### src/source/neuro_cfg_pkg.sv
`default_nettype none

package neuro_cfg_pkg;

    // id and word widths
    localparam int NEURON_W = 6;                // 64 neurons
    localparam int AXON_W   = 6;
    localparam int SYN_W    = NEURON_W + AXON_W; // 4096 synapses
    localparam int DSIZE    = 16;               // status word
    localparam int CFG_W    = 2 * DSIZE;        // configuration word

    // packet opcodes
    typedef enum logic [3:0] {
        OP_LTP_LTD_WINDOW    = 4'd0,
        OP_LEARN_RATE        = 4'd1,
        OP_LEARN_MODE_BIAS   = 4'd2,
        OP_NEURON_TYPE       = 4'd3,
        OP_MASK_REST         = 4'd4,
        OP_AER               = 4'd5,
        OP_FIXED_THRESHOLD   = 4'd6,
        OP_LEARN_MODE_WEIGHT = 4'd7,
        OP_NEURON_AXON_COUNT = 4'd8,
        OP_RESERVED          = 4'd9,   // popped and dropped
        OP_BIAS              = 4'd10,
        OP_POTENTIAL         = 4'd11,
        OP_THRESHOLD         = 4'd12,
        OP_POST_HISTORY      = 4'd13,
        OP_PRE_HISTORY       = 4'd14,
        OP_WEIGHT            = 4'd15
    } cfg_op_e;

    // status bank select
    typedef enum logic [2:0] {
        SEL_BIAS         = 3'd0,
        SEL_POTENTIAL    = 3'd1,
        SEL_THRESHOLD    = 3'd2,
        SEL_POST_HISTORY = 3'd3,
        SEL_PRE_HISTORY  = 3'd4,
        SEL_WEIGHT       = 3'd5
    } stat_sel_e;

    typedef struct packed {
        cfg_op_e               op;
        logic [NEURON_W-1:0]   neuron;
        logic [AXON_W-1:0]     axon;
        logic [CFG_W-1:0]      data;
    } cfg_packet_t;

    typedef struct packed {
        logic                  en;
        cfg_op_e               op;
        logic [NEURON_W-1:0]   neuron;
        logic [CFG_W-1:0]      data;
    } cfg_write_t;

    // axon only matters for SEL_WEIGHT
    typedef struct packed {
        logic                  en;
        stat_sel_e             sel;
        logic [NEURON_W-1:0]   neuron;
        logic [AXON_W-1:0]     axon;
        logic [DSIZE-1:0]      data;
    } stat_write_t;

    typedef struct packed {
        logic                  en;
        cfg_op_e               op;
        logic [NEURON_W-1:0]   neuron;
        logic [AXON_W-1:0]     axon;
    } mem_read_t;

endpackage

`default_nettype wire
### src/source/packet_fifo.sv
`default_nettype none
`timescale 1ns/100ps

module packet_fifo
    import neuro_cfg_pkg::*;
#(
    parameter int DEPTH_LOG2 = 3
)
(
    input  wire logic        clk_i,
    input  wire logic        reset_n_i,
    input  wire logic        push_i,
    input  wire cfg_packet_t pkt_i,
    input  wire logic        pop_i,
    output cfg_packet_t      pkt_o,
    output logic             full_o,
    output logic             empty_o
);

    localparam int DEPTH = 1 << DEPTH_LOG2;

    cfg_packet_t           mem [DEPTH];
    logic [DEPTH_LOG2:0]   wr_ptr;  // extra msb tells full from empty
    logic [DEPTH_LOG2:0]   rd_ptr;
    logic                  do_push;
    logic                  do_pop;

    assign empty_o = (wr_ptr == rd_ptr);
    assign full_o  = (wr_ptr[DEPTH_LOG2] != rd_ptr[DEPTH_LOG2]) &&
                     (wr_ptr[DEPTH_LOG2-1:0] == rd_ptr[DEPTH_LOG2-1:0]);

    assign do_push = push_i && !full_o;   // drop when full
    assign do_pop  = pop_i && !empty_o;

    // head shown without a register stage
    assign pkt_o = mem[rd_ptr[DEPTH_LOG2-1:0]];

    always_ff @(posedge clk_i or negedge reset_n_i)
    begin
        if (!reset_n_i)
        begin
            wr_ptr <= '0;
            rd_ptr <= '0;
        end
        else
        begin
            if (do_push)
                wr_ptr <= wr_ptr + 1'b1;
            if (do_pop)
                rd_ptr <= rd_ptr + 1'b1;
        end
    end

    // storage
    always_ff @(posedge clk_i)
    begin
        if (do_push)
            mem[wr_ptr[DEPTH_LOG2-1:0]] <= pkt_i;
    end

endmodule

`default_nettype wire

### config.mk
export PLATFORM = sky130hd
export DESIGN_NAME = packet_fifo
export DESIGN_NICKNAME = d
export VERILOG_FILES = /design/src/source/neuro_cfg_pkg.sv /design/src/source/packet_fifo.sv
export SDC_FILE = /design/constraint.sdc
export NUM_CORES = 1
export LEC_CHECK = 0
export ABC_AREA = 1
export BUFFER_PORTS_ARGS = -buffer_cell sky130_fd_sc_hd__buf_2
export CORE_MARGIN = 5
export CORE_UTILIZATION = 60
export DETAILED_ROUTE_END_ITERATION = 16
export GPL_TIMING_DRIVEN = 1
export PLACE_DENSITY = 0.79
export RECOVER_POWER = 25
export SYNTH_ARGS = -nofsm -noshare
export SYNTH_HDL_FRONTEND = slang
export SYNTH_SLANG_ARGS = --single-unit
### constraint.sdc
create_clock -name clk_i -period 4.1 [get_ports clk_i]
set_input_delay 0.205 -clock clk_i [delete_from_list [all_inputs] [get_ports clk_i]]
set_output_delay 0.205 -clock clk_i [all_outputs]
set_load 0.03 [all_outputs]
==> metrics.yaml <==
h-tree-depth: 2
yosysTopAreaCell: "edfxtp_1"
coreArea_um2: 25300
cp-end-kind: "output port"
path_class: "reg2out"
final_layout_size_suffix_gt1_share_pct: 12.3
hp-class: "in2async"
syn-cell-area_um2: 15400
grt_pass1_wl_mm: 52.5
finalCriticalPeriod_ns: 3.29
grt_max_degree: 194
outcome: "finished, final reports clean"
cts_tree: "built"
yosysTopAreaCellShare_pct: 74.9
synth_edf_count: 384
peakVddDrop_mv: 0.505
wl_per_cell_um: 20.1
cp-start-kind: "flop"
cts_root_buf: "clkbuf_16"
syn_avg_cell_area_um2: 13.1
worstPathCellList: "inv_2 > buf_4 > o21ai_0 > o22ai_1 > nand2_1 > nand2_1 > buf_2"
portBuffers: 101
antenna_violating_nets_post_route: 0
synthTopCellsByArea: "edfxtp_1, nor2_1, nand2_1, o22ai_1, o21ai_0"
dr.pass1.iters: 6
start_util_pct: 61.0
clk_latency_ns: 0.52
slew_headroom_pct: 28.0
worstMarginPinSlew_ns: 1.08
ys_seq_elements: 392
ys_seq_area_share_pct: 76.2
leakagePower_nw: 6.24
grt_antenna_before_repair: 2
slowest_delay_ns: 0.83
fmax_mhz: 303
die_h_um: 170
cts.path.max_buffers: 3
overflow: 0
rsz0062_at_grt: "no"
rows: 58
worstPathRequired_ns: 3.89
drt_iter0_drc: 1181
async_flop_share_pct: 2.04
detailed_place_hpwl_mm: 17.6
cts_buffers: 39
setup_viol_count_final: 0
grt_pass1_vias: 9961
fin_crit_sh_pct: 80.4
maxSlewViolCount: 0
design.die.area_um2: 29000
power_density_nw_per_um2: 768
final_nets: 1365
gp_congestion: 0.779
die_w_um: 170
synth_nets: 1226
clock-sinks: 392
fin_ws_ns: 0.805
hold_viol: 0
place_ws_ns: 1.44
drc: 0
ys_warn_count: 0
io_pins: 102
slowest_stage: "buf_4"
arrival_ns: 3.09
layout_common_cells: "edfxtp_1, nor2_1, nand2_1"
netlist_instances: 1172
final_common_cell: "edfxtp_1"
synthFlopType: "edfxtp_1"
max_cap_viol_count: 0
fin_skew_ns: 0.0105
cts_resized: 0
gr-usage-all-layers_pct: 23.2
routed_wirelength_mm: 33.7
yosysUniqueCellTypes: 22
critPathMostFrequentCell: "nand2_1"
setup_tns_ns: 0
vias_per_cell: 5.94
path_max_fanout: 96
clkTransAtPathRegs_ns: 0.06
vias: 9948
syn_to_final_growth_pct: 16.2
report_power, final:
| group | switching [mW] | internal (mW) |
|---|---|---|
| combinational | 3.56 | 1.35 |
| clock | 1.43 | 2.06 |
| sequential | 0.317 | 5.02 |
synth_stat cells, types with 2 or more instances:
library cell and n:
buf_1 4, buf_2 13, buf_4 14, buf_6 15
clkbuf_1 26, clkbuf_2 3, dfrtp_1 8, edfxtp_1 384
ha_1 2, inv_1 10, nand2_1 184, nand3_1 11
nor2_1 202, o21ai_0 112, o21ai_1 80, o22ai_1 96
xor2_1 3
area by class of cell:
class,instances,area (µm²)
Inverter,12,50.0
Clock buffer,47,1030
Clock inverter,25,250
Antenna cell,2,5.00
Timing Repair Buffer,173,1200
Tap cell,330,413
Fill cell,1635,7370
Multi-Input combinational cell,693,3200
Sequential cell,392,11700
registers in the layout, summed over array words and instances, names as in the netlist:
signal  count
mem       384
rd_ptr      4
wr_ptr      4
kinds of logic after synthesis:
logic type | Yosys count | share of synthesized area [%]
xor+xnor | 3 | 0.171
fa+ha+maj | 2 | 0.163
flops | 392 | 76.2
compound gates | 289 | 10.2
simple gates | 399 | 9.95
buf+inv | 87 | 3.34
critical path, delay by kind of cell (launching register included):
family | cells | cell delay (ns)
AND/OR/NAND/NOR | 2 | 0.19
flip-flops | 1 | 0.66
buffers and inverters | 3 | 1.16
AO/OA/AOI/OAI | 2 | 0.48
stage by stage:
step / hold WS (ns) / std cells / utilization [%] / instance area, µm² / total power, mW
global route: 0.220 / 1674 / 70.8 / 17900 / 14.4
floorplan: -0.0906 / 1172 / - / 15400 / 8.93
detailed placement: 0.0657 / 1549 / 63.9 / 16100 / 10.2
global placement: 0.0634 / 1549 / 63.9 / 16100 / 10.1
finish: 0.192 / 1674 / 70.8 / 17900 / 13.7
CTS: 0.0803 / 1672 / 70.9 / 17900 / 13.8
metal layers:
layer / part of all wire [%] / global-route usage [%] / vias to the layer above
li1: - / - / 4563
met1: 39 / 30.1 / 4852
met2: 50 / 40.1 / 455
met3: 8.0 / 3.67 / 78
met4: 2.8 / 8.61 / 0
met5: 0 / 0 / -
repair_timing:
item,in CTS,in global routing
hold endpoints to repair,398,0
endpoints found under the setup margin,0,0
hold buffers,51,0
setup buffers,0,0
final timing paths:
| check | startpoint | slack (ns) | depth (start not counted) | end |
|---|---|---|---|---|
| max in group asynchronous | reset_n_i | 3.54 | 2 | rd_ptr[0] |
| min reg2reg | wr_ptr[3] | 0.50 | 2 | wr_ptr[3] |
| min | reset_n_i | 0.19 | 2 | wr_ptr[0] |
| min in group clk_i | wr_ptr[3] | 0.50 | 2 | wr_ptr[3] |
| max | rd_ptr[1] | 0.81 | 7 | pkt_o[16] |
| max reg2reg | rd_ptr[1] | 1.49 | 7 | mem[5][27] |
Power figures use the tool's default switching activity.
