[src/source/neuro_cfg_pkg.sv]
`default_nettype none

package neuro_cfg_pkg;

    // id and word widths
    localparam int NEURON_W = 6;                // 64 neurons
    localparam int AXON_W   = 6;
    localparam int SYN_W    = NEURON_W + AXON_W; // 4096 synapses
    localparam int DSIZE    = 16;               // status word
    localparam int CFG_W    = 2 * DSIZE;        // configuration word

    // packet opcodes
    typedef enum logic [3:0] {
        OP_LTP_LTD_WINDOW    = 4'd0,
        OP_LEARN_RATE        = 4'd1,
        OP_LEARN_MODE_BIAS   = 4'd2,
        OP_NEURON_TYPE       = 4'd3,
        OP_MASK_REST         = 4'd4,
        OP_AER               = 4'd5,
        OP_FIXED_THRESHOLD   = 4'd6,
        OP_LEARN_MODE_WEIGHT = 4'd7,
        OP_NEURON_AXON_COUNT = 4'd8,
        OP_RESERVED          = 4'd9,   // popped and dropped
        OP_BIAS              = 4'd10,
        OP_POTENTIAL         = 4'd11,
        OP_THRESHOLD         = 4'd12,
        OP_POST_HISTORY      = 4'd13,
        OP_PRE_HISTORY       = 4'd14,
        OP_WEIGHT            = 4'd15
    } cfg_op_e;

    // status bank select
    typedef enum logic [2:0] {
        SEL_BIAS         = 3'd0,
        SEL_POTENTIAL    = 3'd1,
        SEL_THRESHOLD    = 3'd2,
        SEL_POST_HISTORY = 3'd3,
        SEL_PRE_HISTORY  = 3'd4,
        SEL_WEIGHT       = 3'd5
    } stat_sel_e;

    typedef struct packed {
        cfg_op_e               op;
        logic [NEURON_W-1:0]   neuron;
        logic [AXON_W-1:0]     axon;
        logic [CFG_W-1:0]      data;
    } cfg_packet_t;

    typedef struct packed {
        logic                  en;
        cfg_op_e               op;
        logic [NEURON_W-1:0]   neuron;
        logic [CFG_W-1:0]      data;
    } cfg_write_t;

    // axon only matters for SEL_WEIGHT
    typedef struct packed {
        logic                  en;
        stat_sel_e             sel;
        logic [NEURON_W-1:0]   neuron;
        logic [AXON_W-1:0]     axon;
        logic [DSIZE-1:0]      data;
    } stat_write_t;

    typedef struct packed {
        logic                  en;
        cfg_op_e               op;
        logic [NEURON_W-1:0]   neuron;
        logic [AXON_W-1:0]     axon;
    } mem_read_t;

endpackage

`default_nettype wire
[src/source/config_decoder.sv]
`default_nettype none
`timescale 1ns/100ps

module config_decoder
    import neuro_cfg_pkg::*;
(
    input  wire logic        clk_i,
    input  wire logic        reset_n_i,
    input  wire logic        en_config_i,
    input  wire cfg_packet_t fifo_pkt_i,
    input  wire logic        fifo_empty_i,
    input  wire stat_write_t ctrl_wr_i,
    output logic             fifo_pop_o,
    output cfg_write_t       cfg_wr_o,
    output stat_write_t      stat_wr_o,
    output logic             busy_o
);

    logic        pop_q;     // registered pop pulse
    logic        pend_q;    // popped packet waiting to be written
    cfg_packet_t pkt_q;
    logic        is_cfg;
    logic        is_stat;
    stat_sel_e   sel;
    stat_write_t pkt_stat;

    // pop at most every other cycle so empty has settled before the next pop
    always_ff @(posedge clk_i or negedge reset_n_i)
    begin
        if (!reset_n_i)
        begin
            pop_q  <= 1'b0;
            pend_q <= 1'b0;
        end
        else
        begin
            pop_q  <= en_config_i && !fifo_empty_i && !pop_q;
            // a packet caught by a mode change waits for config mode
            pend_q <= pop_q || (pend_q && !en_config_i);
        end
    end

    always_ff @(posedge clk_i)
    begin
        if (pop_q)
            pkt_q <= fifo_pkt_i;
    end

    assign fifo_pop_o = pop_q;
    assign busy_o     = !fifo_empty_i || pend_q;

    // opcode decode
    always_comb
    begin
        is_cfg  = 1'b0;
        is_stat = 1'b1;
        sel     = SEL_BIAS;
        case (pkt_q.op)
            OP_LTP_LTD_WINDOW,
            OP_LEARN_RATE,
            OP_LEARN_MODE_BIAS,
            OP_NEURON_TYPE,
            OP_MASK_REST,
            OP_AER,
            OP_FIXED_THRESHOLD,
            OP_LEARN_MODE_WEIGHT,
            OP_NEURON_AXON_COUNT:
            begin
                is_cfg  = 1'b1;
                is_stat = 1'b0;
            end
            OP_BIAS:         sel = SEL_BIAS;
            OP_POTENTIAL:    sel = SEL_POTENTIAL;
            OP_THRESHOLD:    sel = SEL_THRESHOLD;
            OP_POST_HISTORY: sel = SEL_POST_HISTORY;
            OP_PRE_HISTORY:  sel = SEL_PRE_HISTORY;
            OP_WEIGHT:       sel = SEL_WEIGHT;
            default:         is_stat = 1'b0;   // reserved, discarded
        endcase
    end

    // configuration write, count register ignores the neuron field downstream
    assign cfg_wr_o.en     = pend_q && en_config_i && is_cfg;
    assign cfg_wr_o.op     = pkt_q.op;
    assign cfg_wr_o.neuron = pkt_q.neuron;
    assign cfg_wr_o.data   = pkt_q.data;

    assign pkt_stat.en     = pend_q && en_config_i && is_stat;
    assign pkt_stat.sel    = sel;
    assign pkt_stat.neuron = pkt_q.neuron;
    assign pkt_stat.axon   = pkt_q.axon;
    assign pkt_stat.data   = pkt_q.data[DSIZE-1:0];  // low half only

    // status port owner follows the mode
    assign stat_wr_o = en_config_i ? pkt_stat : ctrl_wr_i;

endmodule

`default_nettype wire

[config.mk]
export PLATFORM = sky130hd
export DESIGN_NAME = config_decoder
export DESIGN_NICKNAME = d
export VERILOG_FILES = /design/src/source/neuro_cfg_pkg.sv /design/src/source/config_decoder.sv
export SDC_FILE = /design/constraint.sdc
export NUM_CORES = 1
export LEC_CHECK = 0
export ABC_AREA = 1
export BUFFER_PORTS_ARGS = -buffer_cell sky130_fd_sc_hd__buf_4
export CAP_MARGIN = 40
export CORE_MARGIN = 4
export CORE_UTILIZATION = 30
export DETAILED_ROUTE_END_ITERATION = 12
export PLACE_DENSITY = 0.61
export SKIP_LAST_GASP = 1
export SLEW_MARGIN = 10
export SYNTH_ARGS = -nofsm -noshare
export SYNTH_HDL_FRONTEND = slang
export SYNTH_SLANG_ARGS = --single-unit
[constraint.sdc]
create_clock -name clk_i -period 4.63 [get_ports clk_i]
set_input_delay 0.463 -clock clk_i [delete_from_list [all_inputs] [get_ports clk_i]]
set_output_delay 0.463 -clock clk_i [all_outputs]
set_load 0.01 [all_outputs]
==> metrics.txt, run 1 <==
# TYPE chip_impl_metric gauge
chip_impl_info{name="result_of_the_run",value="finished clean"} 1
chip_impl_info{name="critical_path.reg2reg.endpoint",value="cfg_wr_o[37]"} 1
chip_impl_metric{name="synth_edf_count",unit=""} 48
chip_impl_metric{name="cts_num_sinks",unit=""} 50
chip_impl_metric{name="n_antenna_cell",unit=""} 0
chip_impl_metric{name="ant_nets",unit=""} 0
chip_impl_info{name="rsz0062_at_grt",value="no"} 1
chip_impl_metric{name="io_buffer_count",unit=""} 160
chip_impl_metric{name="number_of_slew_limit_violations_in_the_final_report",unit=""} 0
chip_impl_info{name="path_delay_family",value="flip-flops"} 1
chip_impl_metric{name="regToRegSetupSlack",unit="ps"} 3350
chip_impl_metric{name="core.rowCount",unit=""} 31
chip_impl_metric{name="routed_wirelength",unit="um"} 5430
chip_impl_metric{name="dp_hpwl",unit="um"} 4300
chip_impl_metric{name="pwr-share-clk",unit="%"} 30.3
chip_impl_metric{name="clock_network_latency_to_the_later_pin_of_the_worst_skew_pair",unit="ps"} 300
chip_impl_metric{name="setup_total_negative_slack",unit="ps"} 0
chip_impl_metric{name="final_wtd_congestion",unit=""} 0.759
chip_impl_metric{name="fillerInstances",unit=""} 719
chip_impl_metric{name="die_y",unit="um"} 96.1
chip_impl_metric{name="power_density",unit="nW/um^2"} 294
chip_impl_metric{name="fin_crit_sh",unit="%"} 41.0
chip_impl_metric{name="htree_levels",unit=""} 2
chip_impl_metric{name="worst_setup_hold_path_clk_slew",unit="ps"} 90
chip_impl_metric{name="clock_tree.buffer_depth",unit=""} 2
chip_impl_info{name="synth.top_cells.by_count",value="sky130_fd_sc_hd__nand2_1, sky130_fd_sc_hd__edfxtp_1, sky130_fd_sc_hd__buf_4, sky130_fd_sc_hd__inv_1, sky130_fd_sc_hd__buf_6"} 1
chip_impl_info{name="crit_path_start_kind",value="register"} 1
chip_impl_metric{name="detail_route.wl_per_cell",unit="um"} 12.5
chip_impl_info{name="dominantRegCellSynth",value="sky130_fd_sc_hd__edfxtp_1"} 1
chip_impl_metric{name="die_area",unit="um^2"} 9230
chip_impl_metric{name="io_pins",unit=""} 161
chip_impl_metric{name="worst_path_largest_cell_delay",unit="ps"} 710
chip_impl_metric{name="asyncSetResetFlopFracSynth",unit="%"} 4.00
chip_impl_metric{name="detailedRoute.firstPassIterationCount",unit=""} 5
chip_impl_metric{name="via_count",unit=""} 1766
chip_impl_metric{name="first_iter_violations",unit=""} 39
chip_impl_metric{name="combinationalPowerShare",unit="%"} 16.7
chip_impl_metric{name="tightest_slew",unit="ps"} 524
chip_impl_metric{name="grt_pass1_wl",unit="um"} 7960
chip_impl_metric{name="cp.arrival",unit="ps"} 1430
chip_impl_metric{name="die_width",unit="um"} 96.1
chip_impl_metric{name="globalRouteMet2Util",unit="%"} 19.3
chip_impl_metric{name="p_sw",unit="uW"} 224
chip_impl_metric{name="yosys_warnings",unit=""} 0
chip_impl_metric{name="post_synthesis_average_cell_area",unit="um^2"} 10.9
chip_impl_metric{name="overflow",unit=""} 0
chip_impl_metric{name="maximum_number_of_pins_on_one_net_before_global_route_repair",unit=""} 35
chip_impl_info{name="cts_tree",value="built"} 1
chip_impl_metric{name="seq_power_share",unit="%"} 53.0
chip_impl_info{name="netlist.top_cell.by_area",value="sky130_fd_sc_hd__edfxtp_1"} 1
chip_impl_metric{name="finalCoreUtilization",unit="%"} 46.0
chip_impl_metric{name="finalClockSkew",unit="ps"} 5.84
chip_impl_metric{name="fmax",unit="MHz"} 527
chip_impl_metric{name="power.static_leakage",unit="uW"} 0.00165
chip_impl_metric{name="mappedNetlistNets",unit=""} 297
chip_impl_metric{name="irDropWorstVdd",unit="uV"} 143
chip_impl_metric{name="postPlaceCellArea",unit="um^2"} 3290
chip_impl_info{name="busiest_layer",value="met2"} 1
chip_impl_metric{name="antenna_violations_before_repair",unit=""} 0
chip_impl_metric{name="worst_slew_margin_rel",unit="%"} 65.1
chip_impl_metric{name="route.detailed.vias_per_inst",unit=""} 4.08
chip_impl_metric{name="floorplan.initialDensity",unit="%"} 31.4
chip_impl_info{name="post-synth-top-count-cell",value="sky130_fd_sc_hd__nand2_1"} 1
chip_impl_metric{name="groute.layer.met3.usage",unit="%"} 4.69
chip_impl_info{name="ctsRootBufferMaster",value="sky130_fd_sc_hd__clkbuf_8"} 1
chip_impl_metric{name="finish.instance_area",unit="um^2"} 3410
chip_impl_info{name="timing.rr.start",value="fifo_pop_o"} 1
chip_impl_info{name="worst-setup-path-type",value="register to primary output"} 1
chip_impl_metric{name="p_int",unit="uW"} 777
chip_impl_metric{name="ys_types",unit=""} 12
chip_impl_info{name="hold_start",value="fifo_empty_i"} 1
chip_impl_metric{name="final-seq-area",unit="um^2"} 1490
chip_impl_metric{name="final_nets",unit=""} 417
chip_impl_metric{name="global_route.usage.total",unit="%"} 11.3
chip_impl_metric{name="detail_route.drc_violations",unit=""} 0
chip_impl_metric{name="timing.hold.ws",unit="ps"} 308
chip_impl_metric{name="ys_seq_area_share",unit="%"} 64.1
chip_impl_metric{name="min_path_cells",unit=""} 2
chip_impl_metric{name="tritoncts.num_buffers",unit=""} 5
chip_impl_info{name="timing.critical_path.from",value="fifo_pop_o"} 1
chip_impl_metric{name="timing.critical_path.required",unit="ps"} 4170
chip_impl_info{name="worstHoldEndpoint",value="fifo_pop_o"} 1
chip_impl_metric{name="ys_seq_elements",unit=""} 50
chip_impl_metric{name="syn-instance-count",unit=""} 213
chip_impl_info{name="min-delay-path-class",value="input pin to register"} 1
chip_impl_metric{name="groute.layer.met1.usage",unit="%"} 12.4
chip_impl_metric{name="crit_buf_inv",unit=""} 2
chip_impl_metric{name="worst-r2r-cell-count",unit=""} 1
chip_impl_info{name="timing.critical_path.to_type",value="primary output"} 1
chip_impl_metric{name="finalCriticalPeriod",unit="ps"} 1900
chip_impl_metric{name="netlist_area",unit="um^2"} 2330
chip_impl_info{name="synth_top_cells_by_area",value="sky130_fd_sc_hd__edfxtp_1, sky130_fd_sc_hd__nand2_1, sky130_fd_sc_hd__buf_4, sky130_fd_sc_hd__buf_6, sky130_fd_sc_hd__dfrtp_1"} 1
chip_impl_info{name="series_of_cell_instances_along_the_critical_path",value="buf_12 -> buf_4"} 1
chip_impl_metric{name="area_of_the_multi_input_gates",unit="um^2"} 418
chip_impl_metric{name="first_global_vias",unit=""} 1725
chip_impl_metric{name="report.final.hold_viol_count",unit=""} 0
chip_impl_metric{name="cap_viol_max_count",unit=""} 0
chip_impl_metric{name="cts.repair.resized",unit=""} 0
chip_impl_metric{name="yosysTopAreaCellShare",unit="%"} 61.9
chip_impl_metric{name="timing.final.setup_violations",unit=""} 0
chip_impl_metric{name="critical_path.max_fanout",unit=""} 29
chip_impl_metric{name="drive_gt1_share",unit="%"} 51.5
chip_impl_metric{name="sw_frac_of_total",unit="%"} 22.3
chip_impl_metric{name="core_area",unit="um^2"} 7410
chip_impl_info{name="slowest_stage",value="sky130_fd_sc_hd__dfrtp_2"} 1
chip_impl_metric{name="synthToLayoutAreaGrowth",unit="%"} 46.6
[layout by cell type, fill, tap and decap left out, types with 2 or more instances in the layout]
| master | netlist | layout |
|---|---|---|
| sky130_fd_sc_hd__buf_4 | 44 | 160 |
| sky130_fd_sc_hd__clkbuf_8 | 0 | 5 |
| sky130_fd_sc_hd__clkinvlp_4 | 0 | 2 |
| sky130_fd_sc_hd__edfxtp_1 | 48 | 48 |
| sky130_fd_sc_hd__inv_1 | 6 | 6 |
| sky130_fd_sc_hd__nand2_1 | 97 | 97 |
| sky130_fd_sc_hd__nand3_1 | 4 | 4 |
| sky130_fd_sc_hd__nor2_1 | 3 | 3 |
[registers in the layout, indices dropped and copies added, names as in the netlist]
name / count
cfg_wr_o: 42
pkt_q: 6
fifo_pop_o: 1
pend_q: 1
[metal layers]
layer	up-vias	share of wire [%]
met4	0	1.8
li1	879	-
met5	-	0
met1	783	35
met2	94	51
met3	10	12
[worst max-delay path by stage]
stage / depth (start not counted) / slack (ps) / end
finish: 2 / 2730 / fifo_pop_o
global route: 2 / 2620 / fifo_pop_o
CTS: 2 / 2680 / fifo_pop_o
detailed placement: 5 / 2830 / stat_wr_o[28]
global placement: 1 / 2790 / fifo_pop_o
floorplan: 0 / 2810 / fifo_pop_o
[power groups by stage]
stage	Combinational, uW	Sequential [uW]	Clock [uW]
after floorplan	73.7	542	0
after global placement	161	546	0
after detailed placement	170	542	0
after CTS	171	531	317
after global routing	184	534	341
final	167	531	303
[final cells by class]
type | instances | share of cell area [%]
timing repair buffer | 162 | 36.1
sequential | 50 | 43.8
clock inverter | 3 | 1.32
clock buffer | 5 | 2.02
multi-input combinational | 107 | 12.3
tap | 99 | 3.63
inverter | 7 | 0.917
[stage by stage]
step                setup WS (ps)  cells  total power, uW
detailed placement           2830    424              711
global route                 2620    433             1060
finish                       2730    433             1000
floorplan                    2810    213              615
global placement             2790    423              707
CTS                          2680    433             1020
[what timing repair did]
item,4_1_cts,5_1_grt
setup buffers,0,0
hold endpoints to repair,2,0
hold buffers,1,0
[cells by family (layout without fill, tap and decap cells)]
group,Yosys count,count (layout),share of synthesized area [%]
AO/OA/AOI/OAI,2,2,0.538
buffers and inverters,56,177,18.0
flip-flops,50,50,64.1
AND/OR/NAND/NOR,105,105,17.4
No activity file was read; power rests on OpenSTA's default activity.
==> inputs of run 2 (changes only) <==
--- a/config.mk
+++ b/config.mk
@@ -11,7 +11,7 @@
 export CORE_MARGIN = 4
 export CORE_UTILIZATION = 30
 export DETAILED_ROUTE_END_ITERATION = 12
-export PLACE_DENSITY = 0.61
+export PLACE_DENSITY = 0.64
 export SKIP_LAST_GASP = 1
 export SLEW_MARGIN = 10
 export SYNTH_ARGS = -nofsm -noshare
==> constraint.sdc (replaced) <==
create_clock -name clk_i -period 1.6 [get_ports clk_i]
set_input_delay 0.16 -clock clk_i [delete_from_list [all_inputs] [get_ports clk_i]]
set_output_delay 0.16 -clock clk_i [all_outputs]
set_load 0.01 [all_outputs]
==> metrics.txt, run 2 (synthesized netlist as in run 1, its figures left out) <==
# TYPE chip_impl_metric gauge
chip_impl_metric{name="first_global_vias",unit=""} 1808
chip_impl_metric{name="grt_pass1_wl",unit="um"} 8220
chip_impl_metric{name="setup_total_negative_slack",unit="ps"} 0
chip_impl_info{name="path_delay_family",value="flip-flops"} 1
chip_impl_metric{name="p_sw",unit="uW"} 622
chip_impl_metric{name="report.final.hold_viol_count",unit=""} 0
chip_impl_metric{name="sw_frac_of_total",unit="%"} 21.6
chip_impl_metric{name="detail_route.wl_per_cell",unit="um"} 12.8
chip_impl_metric{name="final_wtd_congestion",unit=""} 0.766
chip_impl_metric{name="cts_num_sinks",unit=""} 50
chip_impl_metric{name="finalCriticalPeriod",unit="ps"} 1330
chip_impl_metric{name="postPlaceCellArea",unit="um^2"} 3300
chip_impl_metric{name="dp_worst_setup_slack",unit="ps"} 508
chip_impl_metric{name="fmax",unit="MHz"} 751
chip_impl_metric{name="cap_viol_max_count",unit=""} 0
chip_impl_metric{name="via_count",unit=""} 1781
chip_impl_metric{name="die_y",unit="um"} 96.1
chip_impl_metric{name="irDropWorstVdd",unit="uV"} 443
chip_impl_metric{name="globalRouteMet2Util",unit="%"} 21.4
chip_impl_metric{name="cts_post_setup_buffers_inserted",unit=""} 0
chip_impl_metric{name="detailedRoute.firstPassIterationCount",unit=""} 4
chip_impl_metric{name="crit_buf_inv",unit=""} 1
chip_impl_metric{name="htree_levels",unit=""} 2
chip_impl_metric{name="pwr-share-clk",unit="%"} 29.6
chip_impl_metric{name="cts.repair.resized",unit=""} 0
chip_impl_metric{name="io_buffer_count",unit=""} 160
chip_impl_info{name="layout.cells.most_common",value="sky130_fd_sc_hd__buf_4"} 1
chip_impl_info{name="crit_path_start_kind",value="register"} 1
chip_impl_info{name="ctsRootBufferMaster",value="sky130_fd_sc_hd__clkbuf_8"} 1
chip_impl_metric{name="worst_slew_margin_rel",unit="%"} 77.0
chip_impl_metric{name="routed_wirelength",unit="um"} 5610
chip_impl_metric{name="cts_hold_buffers",unit=""} 2
chip_impl_metric{name="fin_crit_sh",unit="%"} 83.2
chip_impl_metric{name="drive_gt1_share",unit="%"} 51.2
chip_impl_metric{name="p_int",unit="uW"} 2260
chip_impl_metric{name="ant_nets",unit=""} 0
chip_impl_metric{name="seq_power_share",unit="%"} 52.9
chip_impl_metric{name="first_iter_violations",unit=""} 31
chip_impl_metric{name="finish.instance_area",unit="um^2"} 3420
chip_impl_metric{name="power.static_leakage",unit="uW"} 0.00166
chip_impl_info{name="timing.critical_path.to_type",value="primary output"} 1
chip_impl_info{name="cp_common_cell",value="sky130_fd_sc_hd__nor2_1"} 1
chip_impl_metric{name="clock_network_latency_to_the_later_pin_of_the_worst_skew_pair",unit="ps"} 290
chip_impl_metric{name="io_pins",unit=""} 161
chip_impl_metric{name="timing.final.setup_violations",unit=""} 0
chip_impl_metric{name="worst_path_largest_cell_delay",unit="ps"} 440
chip_impl_metric{name="setup_slack",unit="ps"} 268
chip_impl_metric{name="global_route.usage.total",unit="%"} 11.6
chip_impl_info{name="result_of_the_run",value="finished clean"} 1
chip_impl_metric{name="timing.critical_path.required",unit="ps"} 1440
chip_impl_metric{name="worst_setup_hold_path_clk_slew",unit="ps"} 90
chip_impl_metric{name="route.detailed.vias_per_inst",unit=""} 4.08
chip_impl_metric{name="synthToLayoutAreaGrowth",unit="%"} 47.1
chip_impl_metric{name="core.rowCount",unit=""} 31
chip_impl_info{name="min-delay-path-class",value="input pin to register"} 1
chip_impl_metric{name="groute.layer.met3.usage",unit="%"} 5.86
chip_impl_metric{name="antenna_violations_before_repair",unit=""} 0
chip_impl_metric{name="dp_hpwl",unit="um"} 4480
chip_impl_metric{name="detail_route.drc_violations",unit=""} 0
chip_impl_metric{name="combinationalPowerShare",unit="%"} 17.5
chip_impl_metric{name="critical_path.max_fanout",unit=""} 4
chip_impl_info{name="slowest_stage",value="sky130_fd_sc_hd__edfxtp_1"} 1
chip_impl_metric{name="overflow",unit=""} 0
chip_impl_metric{name="largest_register_ff_count",unit=""} 42
chip_impl_metric{name="die_width",unit="um"} 96.1
chip_impl_metric{name="fillerInstances",unit=""} 684
chip_impl_info{name="mostFrequentLayoutCells",value="sky130_fd_sc_hd__buf_4, sky130_fd_sc_hd__nand2_1, sky130_fd_sc_hd__edfxtp_1"} 1
chip_impl_metric{name="maximum_number_of_pins_on_one_net_before_global_route_repair",unit=""} 34
chip_impl_info{name="cts_tree",value="built"} 1
chip_impl_metric{name="tightest_slew",unit="ps"} 345
chip_impl_info{name="busiest_layer",value="met2"} 1
chip_impl_metric{name="floorplan.initialDensity",unit="%"} 31.4
chip_impl_metric{name="number_of_slew_limit_violations_in_the_final_report",unit=""} 0
chip_impl_metric{name="finalClockSkew",unit="ps"} 6.57
chip_impl_metric{name="dpl.cell_count",unit=""} 427
chip_impl_metric{name="power_density",unit="nW/um^2"} 841
chip_impl_metric{name="finish.cell_count_without_fillers",unit=""} 437
chip_impl_metric{name="final_nets",unit=""} 421
chip_impl_info{name="worst-setup-path-type",value="register to primary output"} 1
chip_impl_metric{name="cp.arrival",unit="ps"} 1170
chip_impl_metric{name="p_total",unit="uW"} 2880
chip_impl_info{name="rsz0062_at_grt",value="no"} 1
chip_impl_info{name="series_of_cell_instances_along_the_critical_path",value="nor2_1 -> nor2_1 -> nor2_1 -> buf_4"} 1
chip_impl_metric{name="groute.layer.met1.usage",unit="%"} 11.0
chip_impl_metric{name="core_area",unit="um^2"} 7410
chip_impl_metric{name="n_antenna_cell",unit=""} 0
chip_impl_metric{name="tritoncts.num_buffers",unit=""} 5
chip_impl_metric{name="clock_tree.buffer_depth",unit=""} 2
chip_impl_metric{name="die_area",unit="um^2"} 9230
-- run 2: area by class of cell --
cell class	instances	area, um^2	area share [%]
clock buffer	7	76.3	2.23
clock inverter	1	30.0	0.877
inverter	7	31.3	0.914
multi-input combinational	107	418	12.2
sequential	50	1490	43.6
tap	99	124	3.62
timing repair buffer	166	1250	36.5
-- run 2: power by group through the flow --
stage	clock, uW	combinational, uW	sequential (uW)
finish	851	505	1520
CTS	900	513	1520
floorplan	0	213	1570
detailed placement	0	508	1550
global route	952	554	1530
global placement	0	500	1550
-- run 2: stage by stage --
stage	hold slack, ps	util, %
detailed placement	-54.0	44.5
global placement	-55.9	44.5
global route	10.2	46.2
CTS	20.1	46.2
finish	35.9	46.2
floorplan	-136	-
-- run 2: path summary, 6_finish.rpt --
kind	start	to	slack (ps)	cells after the start
worst max-delay path	cfg_wr_o[39]	cfg_wr_o[42]	270	4
max in group asynchronous	reset_n_i	fifo_pop_o	1300	2
min in group asynchronous	reset_n_i	pend_q	200	2
worst max register to register	fifo_pop_o	cfg_wr_o[0]	570	1
worst min register to register	pend_q	pend_q	550	2
worst min-delay path	fifo_pkt_i[24]	cfg_wr_o[24]	40	1
-- run 2: layer usage --
| layer | wire length [um] | vias to the layer above |
|---|---|---|
| met3 | 747 | 8 |
| met2 | 2970 | 84 |
| met5 | 0 | - |
| li1 | - | 887 |
| met4 | 74 | 0 |
| met1 | 1820 | 802 |
